### config.mk
export PLATFORM = sky130hd
export DESIGN_NAME = dll_monitor_top
export DESIGN_NICKNAME = d
export VERILOG_FILES = /design/src/logic/dll_mon_pkg.sv /design/src/logic/dllp_decode.sv /design/src/logic/fc_credit_check.sv /design/src/logic/seq_num_check.sv /design/src/logic/dll_err_collect.sv /design/src/logic/dll_monitor_top.sv
export VERILOG_INCLUDE_DIRS = /design/src /design/src/include
export SDC_FILE = /design/constraint.sdc
export NUM_CORES = 1
export LEC_CHECK = 0
export ABC_AREA = 0
export BUFFER_PORTS_ARGS = -buffer_cell sky130_fd_sc_hd__buf_4
export CORE_MARGIN = 10
export CORE_UTILIZATION = 52
export DETAILED_ROUTE_END_ITERATION = 12
export MAX_ROUTING_LAYER = met4
export PLACE_DENSITY = 0.7
export SLEW_MARGIN = 0
export SYNTH_ARGS = -nofsm -noshare
export SYNTH_HDL_FRONTEND = slang
export SYNTH_SLANG_ARGS = --single-unit
### constraint.sdc
create_clock -name pclk -period 5.75 [get_ports pclk]
set_input_delay 0.2875 -clock pclk [delete_from_list [all_inputs] [get_ports pclk]]
set_output_delay 0.2875 -clock pclk [all_outputs]
set_load 0.05 [all_outputs]
### src/include/dll_mon_defines.svh
`ifndef DLL_MON_DEFINES_SVH
`define DLL_MON_DEFINES_SVH

// ==============================
// Field widths
// ==============================
`define DLL_SEQ_W          12
`define DLL_HDR_CR_W       8
`define DLL_DATA_CR_W      12
`define DLL_LEN_W          10
`define DLL_NUM_FC         3
`define DLL_ERR_W          6
`define DLL_ERR_CNT_W      8

// Count holds here once reached
`define DLL_ERR_CNT_MAX    8'hFF

// ==============================
// DLLP type encodings
// ==============================
`define DLL_T_ACK          8'h00
`define DLL_T_NAK          8'h10
`define DLL_T_INITFC1_P    8'h40
`define DLL_T_INITFC1_NP   8'h50
`define DLL_T_INITFC1_CPL  8'h60
`define DLL_T_INITFC2_P    8'h48
`define DLL_T_INITFC2_NP   8'h58
`define DLL_T_INITFC2_CPL  8'h68
`define DLL_T_UPDATEFC_P   8'h80
`define DLL_T_UPDATEFC_NP  8'h90
`define DLL_T_UPDATEFC_CPL 8'hA0
`define DLL_T_PM_ENTER_L1  8'h20
`define DLL_T_PM_ENTER_L23 8'h21
`define DLL_T_PM_REQ_L1    8'h24
`define DLL_T_PM_REQ_ACK   8'h25

// Error vector bit positions, credit bits follow class order
`define DLL_ERR_DLLP_TYPE  0
`define DLL_ERR_INIT_ORDER 1
`define DLL_ERR_SEQ        2
`define DLL_ERR_CREDIT_P   3

`endif

### src/logic/dll_mon_pkg.sv
`include "dll_mon_defines.svh"

package dll_mon_pkg;

    // ==============================
    // Flow-control classes
    // ==============================
    // Value doubles as index into per-class arrays
    typedef enum logic [1:0] {
        FC_P   = 2'd0,
        FC_NP  = 2'd1,
        FC_CPL = 2'd2
    } fc_class_e;

    // ==============================
    // Link-side payloads
    // ==============================
    // Accepted TLP as seen on the transmit side
    typedef struct packed {
        logic [`DLL_SEQ_W-1:0] seq_num;
        fc_class_e             fc_class;
        // Zero means 1024 DW
        logic [`DLL_LEN_W-1:0] length;
        // Retransmitted copy, exempt from sequence check
        logic                  replay;
    } tlp_info_t;

    // Received DLLP, CRC already stripped
    typedef struct packed {
        logic [7:0]                dllp_type;
        logic [`DLL_HDR_CR_W-1:0]  hdr_credits;
        logic [`DLL_DATA_CR_W-1:0] data_credits;
    } dllp_t;

    // Per-class event from decoder to one credit checker
    typedef struct packed {
        logic                      init1;
        logic                      update;
        logic [`DLL_HDR_CR_W-1:0]  hdr_credits;
        logic [`DLL_DATA_CR_W-1:0] data_credits;
        logic                      tlp;
        // Data credits this TLP needs, 16 bytes each
        logic [`DLL_DATA_CR_W-1:0] data_need;
    } fc_event_t;

    // Violation bits, LSB first from dllp_type
    typedef struct packed {
        logic credit_cpl;
        logic credit_np;
        logic credit_p;
        logic seq;
        logic init_order;
        logic dllp_type;
    } err_vec_t;

endpackage

### src/logic/dllp_decode.sv
`timescale 1ns/10ps
`include "dll_mon_defines.svh"

module dllp_decode (
    input  logic                   pclk,
    input  logic                   reset_n,
    input  logic                   tlp_valid,
    input  dll_mon_pkg::tlp_info_t tlp,
    input  logic                   dllp_valid,
    input  dll_mon_pkg::dllp_t     dllp,
    output dll_mon_pkg::fc_event_t fc_ev [`DLL_NUM_FC],
    output logic                   seq_valid,
    output dll_mon_pkg::tlp_info_t seq_ev,
    output dll_mon_pkg::err_vec_t  dec_err,
    output logic                   fc_init1_done,
    output logic                   dl_up
);
    import dll_mon_pkg::*;

    // Rounding and max-payload constants for data credits
    localparam logic [`DLL_DATA_CR_W-1:0] ROUND_UP       = 3;
    localparam logic [`DLL_DATA_CR_W-1:0] MAX_PAYLOAD_CR = 256;

    fc_event_t                 fc_ev_d [`DLL_NUM_FC];
    logic [`DLL_NUM_FC-1:0]    init1_hit;
    logic [`DLL_NUM_FC-1:0]    init2_hit;
    logic [`DLL_NUM_FC-1:0]    upd_hit;
    logic [`DLL_NUM_FC-1:0]    init1_seen;
    logic [`DLL_NUM_FC-1:0]    init2_seen;
    logic                      type_ok;
    logic                      type_bad_q;
    logic                      order_bad_q;
    logic [`DLL_DATA_CR_W-1:0] len_ext;
    logic [`DLL_DATA_CR_W-1:0] data_need;

    // ==============================
    // DLLP type decode
    // ==============================
    always_comb begin
        init1_hit = '0;
        init2_hit = '0;
        upd_hit   = '0;
        type_ok   = 1'b1;
        case (dllp.dllp_type)
            `DLL_T_INITFC1_P:   init1_hit[FC_P]   = 1'b1;
            `DLL_T_INITFC1_NP:  init1_hit[FC_NP]  = 1'b1;
            `DLL_T_INITFC1_CPL: init1_hit[FC_CPL] = 1'b1;
            `DLL_T_INITFC2_P:   init2_hit[FC_P]   = 1'b1;
            `DLL_T_INITFC2_NP:  init2_hit[FC_NP]  = 1'b1;
            `DLL_T_INITFC2_CPL: init2_hit[FC_CPL] = 1'b1;
            `DLL_T_UPDATEFC_P:   upd_hit[FC_P]    = 1'b1;
            `DLL_T_UPDATEFC_NP:  upd_hit[FC_NP]   = 1'b1;
            `DLL_T_UPDATEFC_CPL: upd_hit[FC_CPL]  = 1'b1;
            // Legal but no effect on credit state
            `DLL_T_ACK, `DLL_T_NAK,
            `DLL_T_PM_ENTER_L1, `DLL_T_PM_ENTER_L23,
            `DLL_T_PM_REQ_L1, `DLL_T_PM_REQ_ACK: type_ok = 1'b1;
            default: type_ok = 1'b0;
        endcase
    end

    // Ceiling of length/4, zero length is a full 1024 DW
    assign len_ext   = {{(`DLL_DATA_CR_W - `DLL_LEN_W){1'b0}}, tlp.length};
    assign data_need = (tlp.length == '0) ? MAX_PAYLOAD_CR : ((len_ext + ROUND_UP) >> 2);

    // Steer to the class the event belongs to
    always_comb begin
        for (int i = 0; i < `DLL_NUM_FC; i++) begin
            fc_ev_d[i].init1        = dllp_valid && init1_hit[i];
            fc_ev_d[i].update       = dllp_valid && upd_hit[i];
            fc_ev_d[i].hdr_credits  = dllp.hdr_credits;
            fc_ev_d[i].data_credits = dllp.data_credits;
            fc_ev_d[i].tlp          = tlp_valid && (tlp.fc_class == fc_class_e'(i));
            fc_ev_d[i].data_need    = data_need;
        end
    end

    // ==============================
    // Event stage
    // ==============================
    always_ff @(posedge pclk) begin
        fc_ev  <= fc_ev_d;
        seq_ev <= tlp;
        // Only the strobes are cleared
        if (!reset_n) begin
            for (int i = 0; i < `DLL_NUM_FC; i++) begin
                fc_ev[i].init1  <= 1'b0;
                fc_ev[i].update <= 1'b0;
                fc_ev[i].tlp    <= 1'b0;
            end
            seq_valid <= 1'b0;
        end else begin
            seq_valid <= tlp_valid;
        end
    end

    // ==============================
    // Init tracking
    // ==============================
    always_ff @(posedge pclk) begin
        if (!reset_n) begin
            init1_seen <= '0;
            init2_seen <= '0;
        end else if (dllp_valid) begin
            init1_seen <= init1_seen | init1_hit;
            // InitFC2 only counts once all InitFC1 are in
            if (fc_init1_done) begin
                init2_seen <= init2_seen | init2_hit;
            end
        end
    end

    assign fc_init1_done = &init1_seen;
    assign dl_up         = &init2_seen;

    // Own violations take two stages to line up with the checkers
    always_ff @(posedge pclk) begin
        if (!reset_n) begin
            type_bad_q  <= 1'b0;
            order_bad_q <= 1'b0;
            dec_err     <= '0;
        end else begin
            type_bad_q  <= dllp_valid && !type_ok;
            order_bad_q <= dllp_valid && (|init2_hit) && !fc_init1_done;
            dec_err            <= '0;
            dec_err.dllp_type  <= type_bad_q;
            dec_err.init_order <= order_bad_q;
        end
    end

endmodule

### src/logic/fc_credit_check.sv
`timescale 1ns/10ps
`include "dll_mon_defines.svh"

module fc_credit_check (
    input  logic                   pclk,
    input  logic                   reset_n,
    input  dll_mon_pkg::fc_event_t ev,
    output logic                   credit_err
);

    localparam logic [`DLL_HDR_CR_W-1:0] ONE_HDR = 1;

    // ==============================
    // Credit state for one class
    // ==============================
    // Limits as advertised by the receiver
    logic [`DLL_HDR_CR_W-1:0]  hdr_limit;
    logic [`DLL_DATA_CR_W-1:0] data_limit;
    // Consumed totals, modular like the limits
    logic [`DLL_HDR_CR_W-1:0]  hdr_used;
    logic [`DLL_DATA_CR_W-1:0] data_used;
    // Remaining credit before this cycle's update
    logic [`DLL_HDR_CR_W-1:0]  hdr_avail;
    logic [`DLL_DATA_CR_W-1:0] data_avail;
    logic                      short_cr;

    assign hdr_avail  = hdr_limit - hdr_used;
    assign data_avail = data_limit - data_used;

    // One header credit per TLP, data per payload size
    assign short_cr = (hdr_avail == '0) || (data_avail < ev.data_need);

    // Limit update from InitFC1 or UpdateFC
    always_ff @(posedge pclk) begin
        if (!reset_n) begin
            hdr_limit  <= '0;
            data_limit <= '0;
        end else if (ev.init1 || ev.update) begin
            hdr_limit  <= ev.hdr_credits;
            data_limit <= ev.data_credits;
        end
    end

    // ==============================
    // Consumption
    // ==============================
    // Rejected TLP leaves counters untouched
    always_ff @(posedge pclk) begin
        if (!reset_n) begin
            hdr_used  <= '0;
            data_used <= '0;
        end else if (ev.tlp && !short_cr) begin
            hdr_used  <= hdr_used + ONE_HDR;
            data_used <= data_used + ev.data_need;
        end
    end

    // Violation pulse, one cycle per bad TLP
    always_ff @(posedge pclk) begin
        if (!reset_n) begin
            credit_err <= 1'b0;
        end else begin
            credit_err <= ev.tlp && short_cr;
        end
    end

endmodule

### src/logic/seq_num_check.sv
`timescale 1ns/10ps
`include "dll_mon_defines.svh"

module seq_num_check (
    input  logic                   pclk,
    input  logic                   reset_n,
    input  logic                   seq_valid,
    input  dll_mon_pkg::tlp_info_t seq_ev,
    output logic                   seq_err
);

    localparam logic [`DLL_SEQ_W-1:0] SEQ_STEP = 1;

    // ==============================
    // Expected sequence number
    // ==============================
    logic [`DLL_SEQ_W-1:0] seq_exp;
    // Fresh TLP, replays are exempt
    logic                  seq_new;
    logic                  seq_miss;

    assign seq_new  = seq_valid && !seq_ev.replay;
    assign seq_miss = seq_ev.seq_num != seq_exp;

    // Resync to received number plus one, wraps 4095 to 0
    always_ff @(posedge pclk) begin
        if (!reset_n) begin
            seq_exp <= '0;
        end else if (seq_new) begin
            seq_exp <= seq_ev.seq_num + SEQ_STEP;
        end
    end

    // Pulse on a break in continuity
    always_ff @(posedge pclk) begin
        if (!reset_n) begin
            seq_err <= 1'b0;
        end else begin
            seq_err <= seq_new && seq_miss;
        end
    end

endmodule

### src/logic/dll_err_collect.sv
`timescale 1ns/10ps
`include "dll_mon_defines.svh"

module dll_err_collect (
    input  logic                       pclk,
    input  logic                       reset_n,
    input  dll_mon_pkg::err_vec_t      err_in,
    input  logic                       err_clear,
    output dll_mon_pkg::err_vec_t      err_sticky,
    output logic [`DLL_ERR_CNT_W-1:0]  err_count,
    output logic                       err_any
);
    import dll_mon_pkg::*;

    localparam logic [`DLL_ERR_CNT_W-1:0] CNT_STEP = 1;

    // Any violation this cycle
    logic hit;
    // Counter at its ceiling
    logic cnt_full;

    assign hit      = |err_in;
    assign cnt_full = err_count == `DLL_ERR_CNT_MAX;

    // ==============================
    // Sticky bits
    // ==============================
    // Clear drops old bits while new arrivals still land
    always_ff @(posedge pclk) begin
        if (!reset_n) begin
            err_sticky <= '0;
        end else if (err_clear) begin
            err_sticky <= err_in;
        end else begin
            err_sticky <= err_vec_t'(err_sticky | err_in);
        end
    end

    // ==============================
    // Violation cycle count
    // ==============================
    // Several bits in one cycle count once
    always_ff @(posedge pclk) begin
        if (!reset_n) begin
            err_count <= '0;
        end else if (err_clear) begin
            err_count <= {{(`DLL_ERR_CNT_W-1){1'b0}}, hit};
        end else if (hit && !cnt_full) begin
            err_count <= err_count + CNT_STEP;
        end
    end

    assign err_any = |err_sticky;

endmodule

### src/logic/dll_monitor_top.sv
`timescale 1ns/10ps
`include "dll_mon_defines.svh"

module dll_monitor_top (
    input  logic                      pclk,
    input  logic                      reset_n,
    input  logic                      tlp_valid,
    input  dll_mon_pkg::tlp_info_t    tlp,
    input  logic                      dllp_valid,
    input  dll_mon_pkg::dllp_t        dllp,
    input  logic                      err_clear,
    output dll_mon_pkg::err_vec_t     err_sticky,
    output logic [`DLL_ERR_CNT_W-1:0] err_count,
    output logic                      err_any,
    output logic                      fc_init1_done,
    output logic                      dl_up
);
    import dll_mon_pkg::*;

    // ==============================
    // Internal wiring
    // ==============================
    fc_event_t              fc_ev [`DLL_NUM_FC];
    logic                   seq_valid;
    tlp_info_t              seq_ev;
    err_vec_t               dec_err;
    logic [`DLL_NUM_FC-1:0] credit_err;
    logic                   seq_err;
    logic [`DLL_ERR_W-1:0]  err_bits;
    err_vec_t               err_in;

    // Decoder, first stage
    dllp_decode u_decode (
        .pclk          (pclk),
        .reset_n       (reset_n),
        .tlp_valid     (tlp_valid),
        .tlp           (tlp),
        .dllp_valid    (dllp_valid),
        .dllp          (dllp),
        .fc_ev         (fc_ev),
        .seq_valid     (seq_valid),
        .seq_ev        (seq_ev),
        .dec_err       (dec_err),
        .fc_init1_done (fc_init1_done),
        .dl_up         (dl_up)
    );

    // One credit checker per class
    for (genvar g = 0; g < `DLL_NUM_FC; g++) begin : g_fc
        fc_credit_check u_credit (
            .pclk       (pclk),
            .reset_n    (reset_n),
            .ev         (fc_ev[g]),
            .credit_err (credit_err[g])
        );
    end

    seq_num_check u_seq (
        .pclk      (pclk),
        .reset_n   (reset_n),
        .seq_valid (seq_valid),
        .seq_ev    (seq_ev),
        .seq_err   (seq_err)
    );

    // Gather violation bits in error vector order
    assign err_bits[`DLL_ERR_DLLP_TYPE]               = dec_err.dllp_type;
    assign err_bits[`DLL_ERR_INIT_ORDER]              = dec_err.init_order;
    assign err_bits[`DLL_ERR_SEQ]                     = seq_err;
    assign err_bits[`DLL_ERR_CREDIT_P +: `DLL_NUM_FC] = credit_err;
    assign err_in = err_vec_t'(err_bits);

    dll_err_collect u_collect (
        .pclk       (pclk),
        .reset_n    (reset_n),
        .err_in     (err_in),
        .err_clear  (err_clear),
        .err_sticky (err_sticky),
        .err_count  (err_count),
        .err_any    (err_any)
    );

endmodule

==> qor.csv <==
stage,metric,value,unit
floorplan,fp.dieW,169,um
layout,nFillCells,1912,
logic_synthesis,avgSynthCellArea,8.40,um2
timing,finalCriticalPeriod,4310,ps
placement,dp.cells,1690,
routing,drt_iter0_markers,473,
routing,wl,27.0,mm
layout,multiInputGateArea,6780,um2
routing,viasPerCell,5.46,
routing,drt-wirelength-per-cell,15.2,um
worst_setup_path,cp-startpoint,g_fc[2].u_credit.data_used[1]$_SDFFE_PN0P_,
layout,area_growth,17.7,%
worst_setup_path,crit_path_start_kind,flop,
routing,drtPass1Iterations,5,
worst_setup_path,crit_path_max_incr_delay,580,ps
layout,nNetsFinal,1659,
logic_synthesis,synth_fp_nets,1549,
power,powerDensity,235,nW/um2
worst_setup_path,cpMaxStageDelayCell,a211oi_2,
clock_network,cts.hold.buffers_added,49,
run,maxCapViolCount,0,
clock_network,cts_buffer_depth,3,
layout,drive_gt1_share,9.33,%
status,status,completed,
worst_setup_path,worstSetupPathType,reg -> reg,
worst_setup_path,r2r_start,g_fc[2].u_credit.data_used[1]$_SDFFE_PN0P_,
logic_synthesis,synth-seq-cells,212,
logic_synthesis,synth_area,11500,um2
routing,postRouteAntennaNets,0,
min_path,min-delay-start,tlp[1],
logic_synthesis,ys.flop_type,dfxtp_1,
worst_setup_path,cp_data_arrival_time,4760,ps
worst_setup_path,cp_cell_sequence,inv_1 > ha_1 > nor2b_1 > o31a_1 > o21ai_0 > nand2b_1 > nand3_1 > nand2_1 > xor2_1 > ha_1 > nand2_1 > or3_1 > a21oi_1 > a211oi_1 > and3_1 > a211oi_2 > buf_4 > nor2b_1 > mux2i_1,
layout,diodes,0,
power,finalPower,0.00320,W
clock_network,cts_tree,done,
timing,fmax,0.232,GHz
timing,drv_slew,0,
placement,routabilityCongestion,0.906,
min_path,hp-class,in -> reg,
timing,worst_pin_slew,993,ps
worst_setup_path,path_max_fanout,12,
global_route,grt-ovfl-total,0,
power,p_leak,5.66,nW
clock_network,cts_post_setup_buffers_inserted,0,
global_route,antenna_found_initial,0,
placement,port-buffer-count,74,
clock_network,clock-root-buffer,clkbuf_16,
timing,rsz0062_at_grt,no,
timing,finalCritPeriodShare,75.0,%
routing,vias,9721,
logic_synthesis,yosysSeqAreaShare,36.7,%
layout,fin_cells,1781,
global_route,grt_pass1_vias,9361,
logic_synthesis,synthTopCellsByCount,"dfxtp_1 (212), nand2_1 (192), a21oi_1 (125)",
timing,setup_viol,0,
worst_setup_path,cp-end-kind,flop,
clock_network,cts.sinks,212,
timing,clock_skew,15.3,ps
clock_network,cts_made_buffers,24,
logic_synthesis,synthCells,1375,
logic_synthesis,synthArstFlopShare,0,%
global_route,grtUsageTotal,18.8,%
layout,final_util,62.3,%
global_route,grt_pass1_wl,44.6,mm
routing,drc,0,
clock_network,htree_levels,1,
clock_network,clkTransAtPathRegs,60,ps
layout,register_area,4240,um2
logic_synthesis,synth_edf_count,0,
logic_synthesis,ys_types,68,
timing,tns,0,ps
logic_synthesis,yosysTopAreaCellShare,36.7,%
floorplan,io_pins,75,
global_route,grt_max_degree,71,
logic_synthesis,synthTopCellsByArea,"dfxtp_1 (37%), ha_1 (12%), nand2_1 (6.2%)",
power,irDropWorstVdd,0.199,mV
floorplan,start_util,52.9,%
logic_synthesis,yosysMostFrequentCell,dfxtp_1,
floorplan,die_area,28600,um2
clock_network,cts_resized,0,
logic_synthesis,yosys.area.top_type,dfxtp_1,
timing,hold_violations,0,
worst_setup_path,cp.required,6200,ps
floorplan,core_area,21800,um2
clock_network,clock_latency,530,ps
floorplan,die-height,169,um
placement,dpl.hpwl,19.5,mm
timing,slew_headroom,33.7,%
logic_synthesis,synth_warnings,0,
floorplan,rows,54,
==> cell usage in the layout, fill, tap and decap left out, types with 25 or more instances in the layout <==
cell type	synthesis	layout
a21oi_1	125	125
nand3_1	48	48
buf_4	2	81
a211oi_1	25	25
inv_1	91	91
ha_1	110	110
o21ai_0	48	48
dlygate4sd3_1	0	49
nor2_1	114	113
mux2i_1	25	25
xnor2_1	45	45
dfxtp_1	212	212
xor2_1	38	38
nand2_1	192	192
==> power breakdown <==
part	switching [W]	internal, W
registers	0.0000358	0.00150
logic	0.000108	0.0000985
clock network	0.000591	0.000869
total	0.000735	0.00246
==> flip-flops by register name, summed over array words and instances (netlist names), 2 cells and up <==
signal,cells
u_decode.fc_ev,38
g_fc.u_credit.data_limit,36
g_fc.u_credit.data_used,36
g_fc.u_credit.hdr_limit,24
g_fc.u_credit.hdr_used,24
u_decode.seq_ev,13
u_seq.seq_exp,12
u_collect.err_count,8
u_collect.err_sticky,6
g_fc.u_credit.credit_err,3
u_decode.init1_seen,3
u_decode.init2_seen,3
u_decode.dec_err,2
==> critical path: cells and delay by family (launching register included) <==
family | cells | cell delay [ps]
adder cells (fa/ha/maj) | 2 | 580
multiplexers | 1 | 180
flip-flops | 1 | 350
AND/OR/NAND/NOR | 8 | 1270
XOR/XNOR | 1 | 170
buffers and inverters | 2 | 450
AO/OA/AOI/OAI | 5 | 1260
==> cell families after synthesis <==
logic type	count (synthesis)	share of synthesized area, %
AOI/OAI and AO/OA	310	17.3
xor gates and xnor gates	83	6.29
adders and majority gates	116	13.0
buffers and inverters	138	4.69
DFF	212	36.7
muxes	27	2.36
and+or+nand+nor	489	19.6
==> worst paths after layout <==
check,slack (ps),end,cells after the start
max,1440,g_fc[2].u_credit.data_used[9]$_SDFFE_PN0P_,19
min,10,u_decode.fc_ev[70]$_SDFF_PN0_,3
max reg2reg,1440,g_fc[2].u_credit.data_used[9]$_SDFFE_PN0P_,19
min reg2reg,440,u_decode.dec_err[1]$_SDFF_PN0_,1
==> metrics by stage <==
| stage | hold slack (ps) | instance area, um2 | worst slack, ps |
|---|---|---|---|
| 6_report | 9.70 | 13600 | 1440 |
| 2_1_floorplan | 315 | 11500 | 2200 |
| 5_1_grt | 19.8 | 13600 | 1070 |
| 3_5_place_dp | 393 | 12300 | 1440 |
| 4_1_cts | 2.44 | 13600 | 1440 |
| 3_3_place_gp | 392 | 12300 | 1570 |
==> final cells by class <==
| class | count | area share, % |
|---|---|---|
| clock buffer | 38 | 5.40 |
| clock inverter | 4 | 0.230 |
| multi-input combinational | 1025 | 49.9 |
| timing repair buffer | 130 | 8.08 |
| tap | 280 | 2.58 |
| sequential | 212 | 31.2 |
| inverter | 92 | 2.56 |
==> layer usage <==
layer | track usage, % | wire length [um] | share of wire, % | up-vias
met5 | - | 0 | 0 | -
met3 | 2.55 | 1140 | 4.2 | 46
met1 | 24.4 | 13100 | 48 | 4489
met2 | 30.5 | 12300 | 45 | 177
met4 | 4.65 | 514 | 1.9 | 0
li1 | - | - | - | 5009
Note: power is estimated with default switching activity, not from simulation.
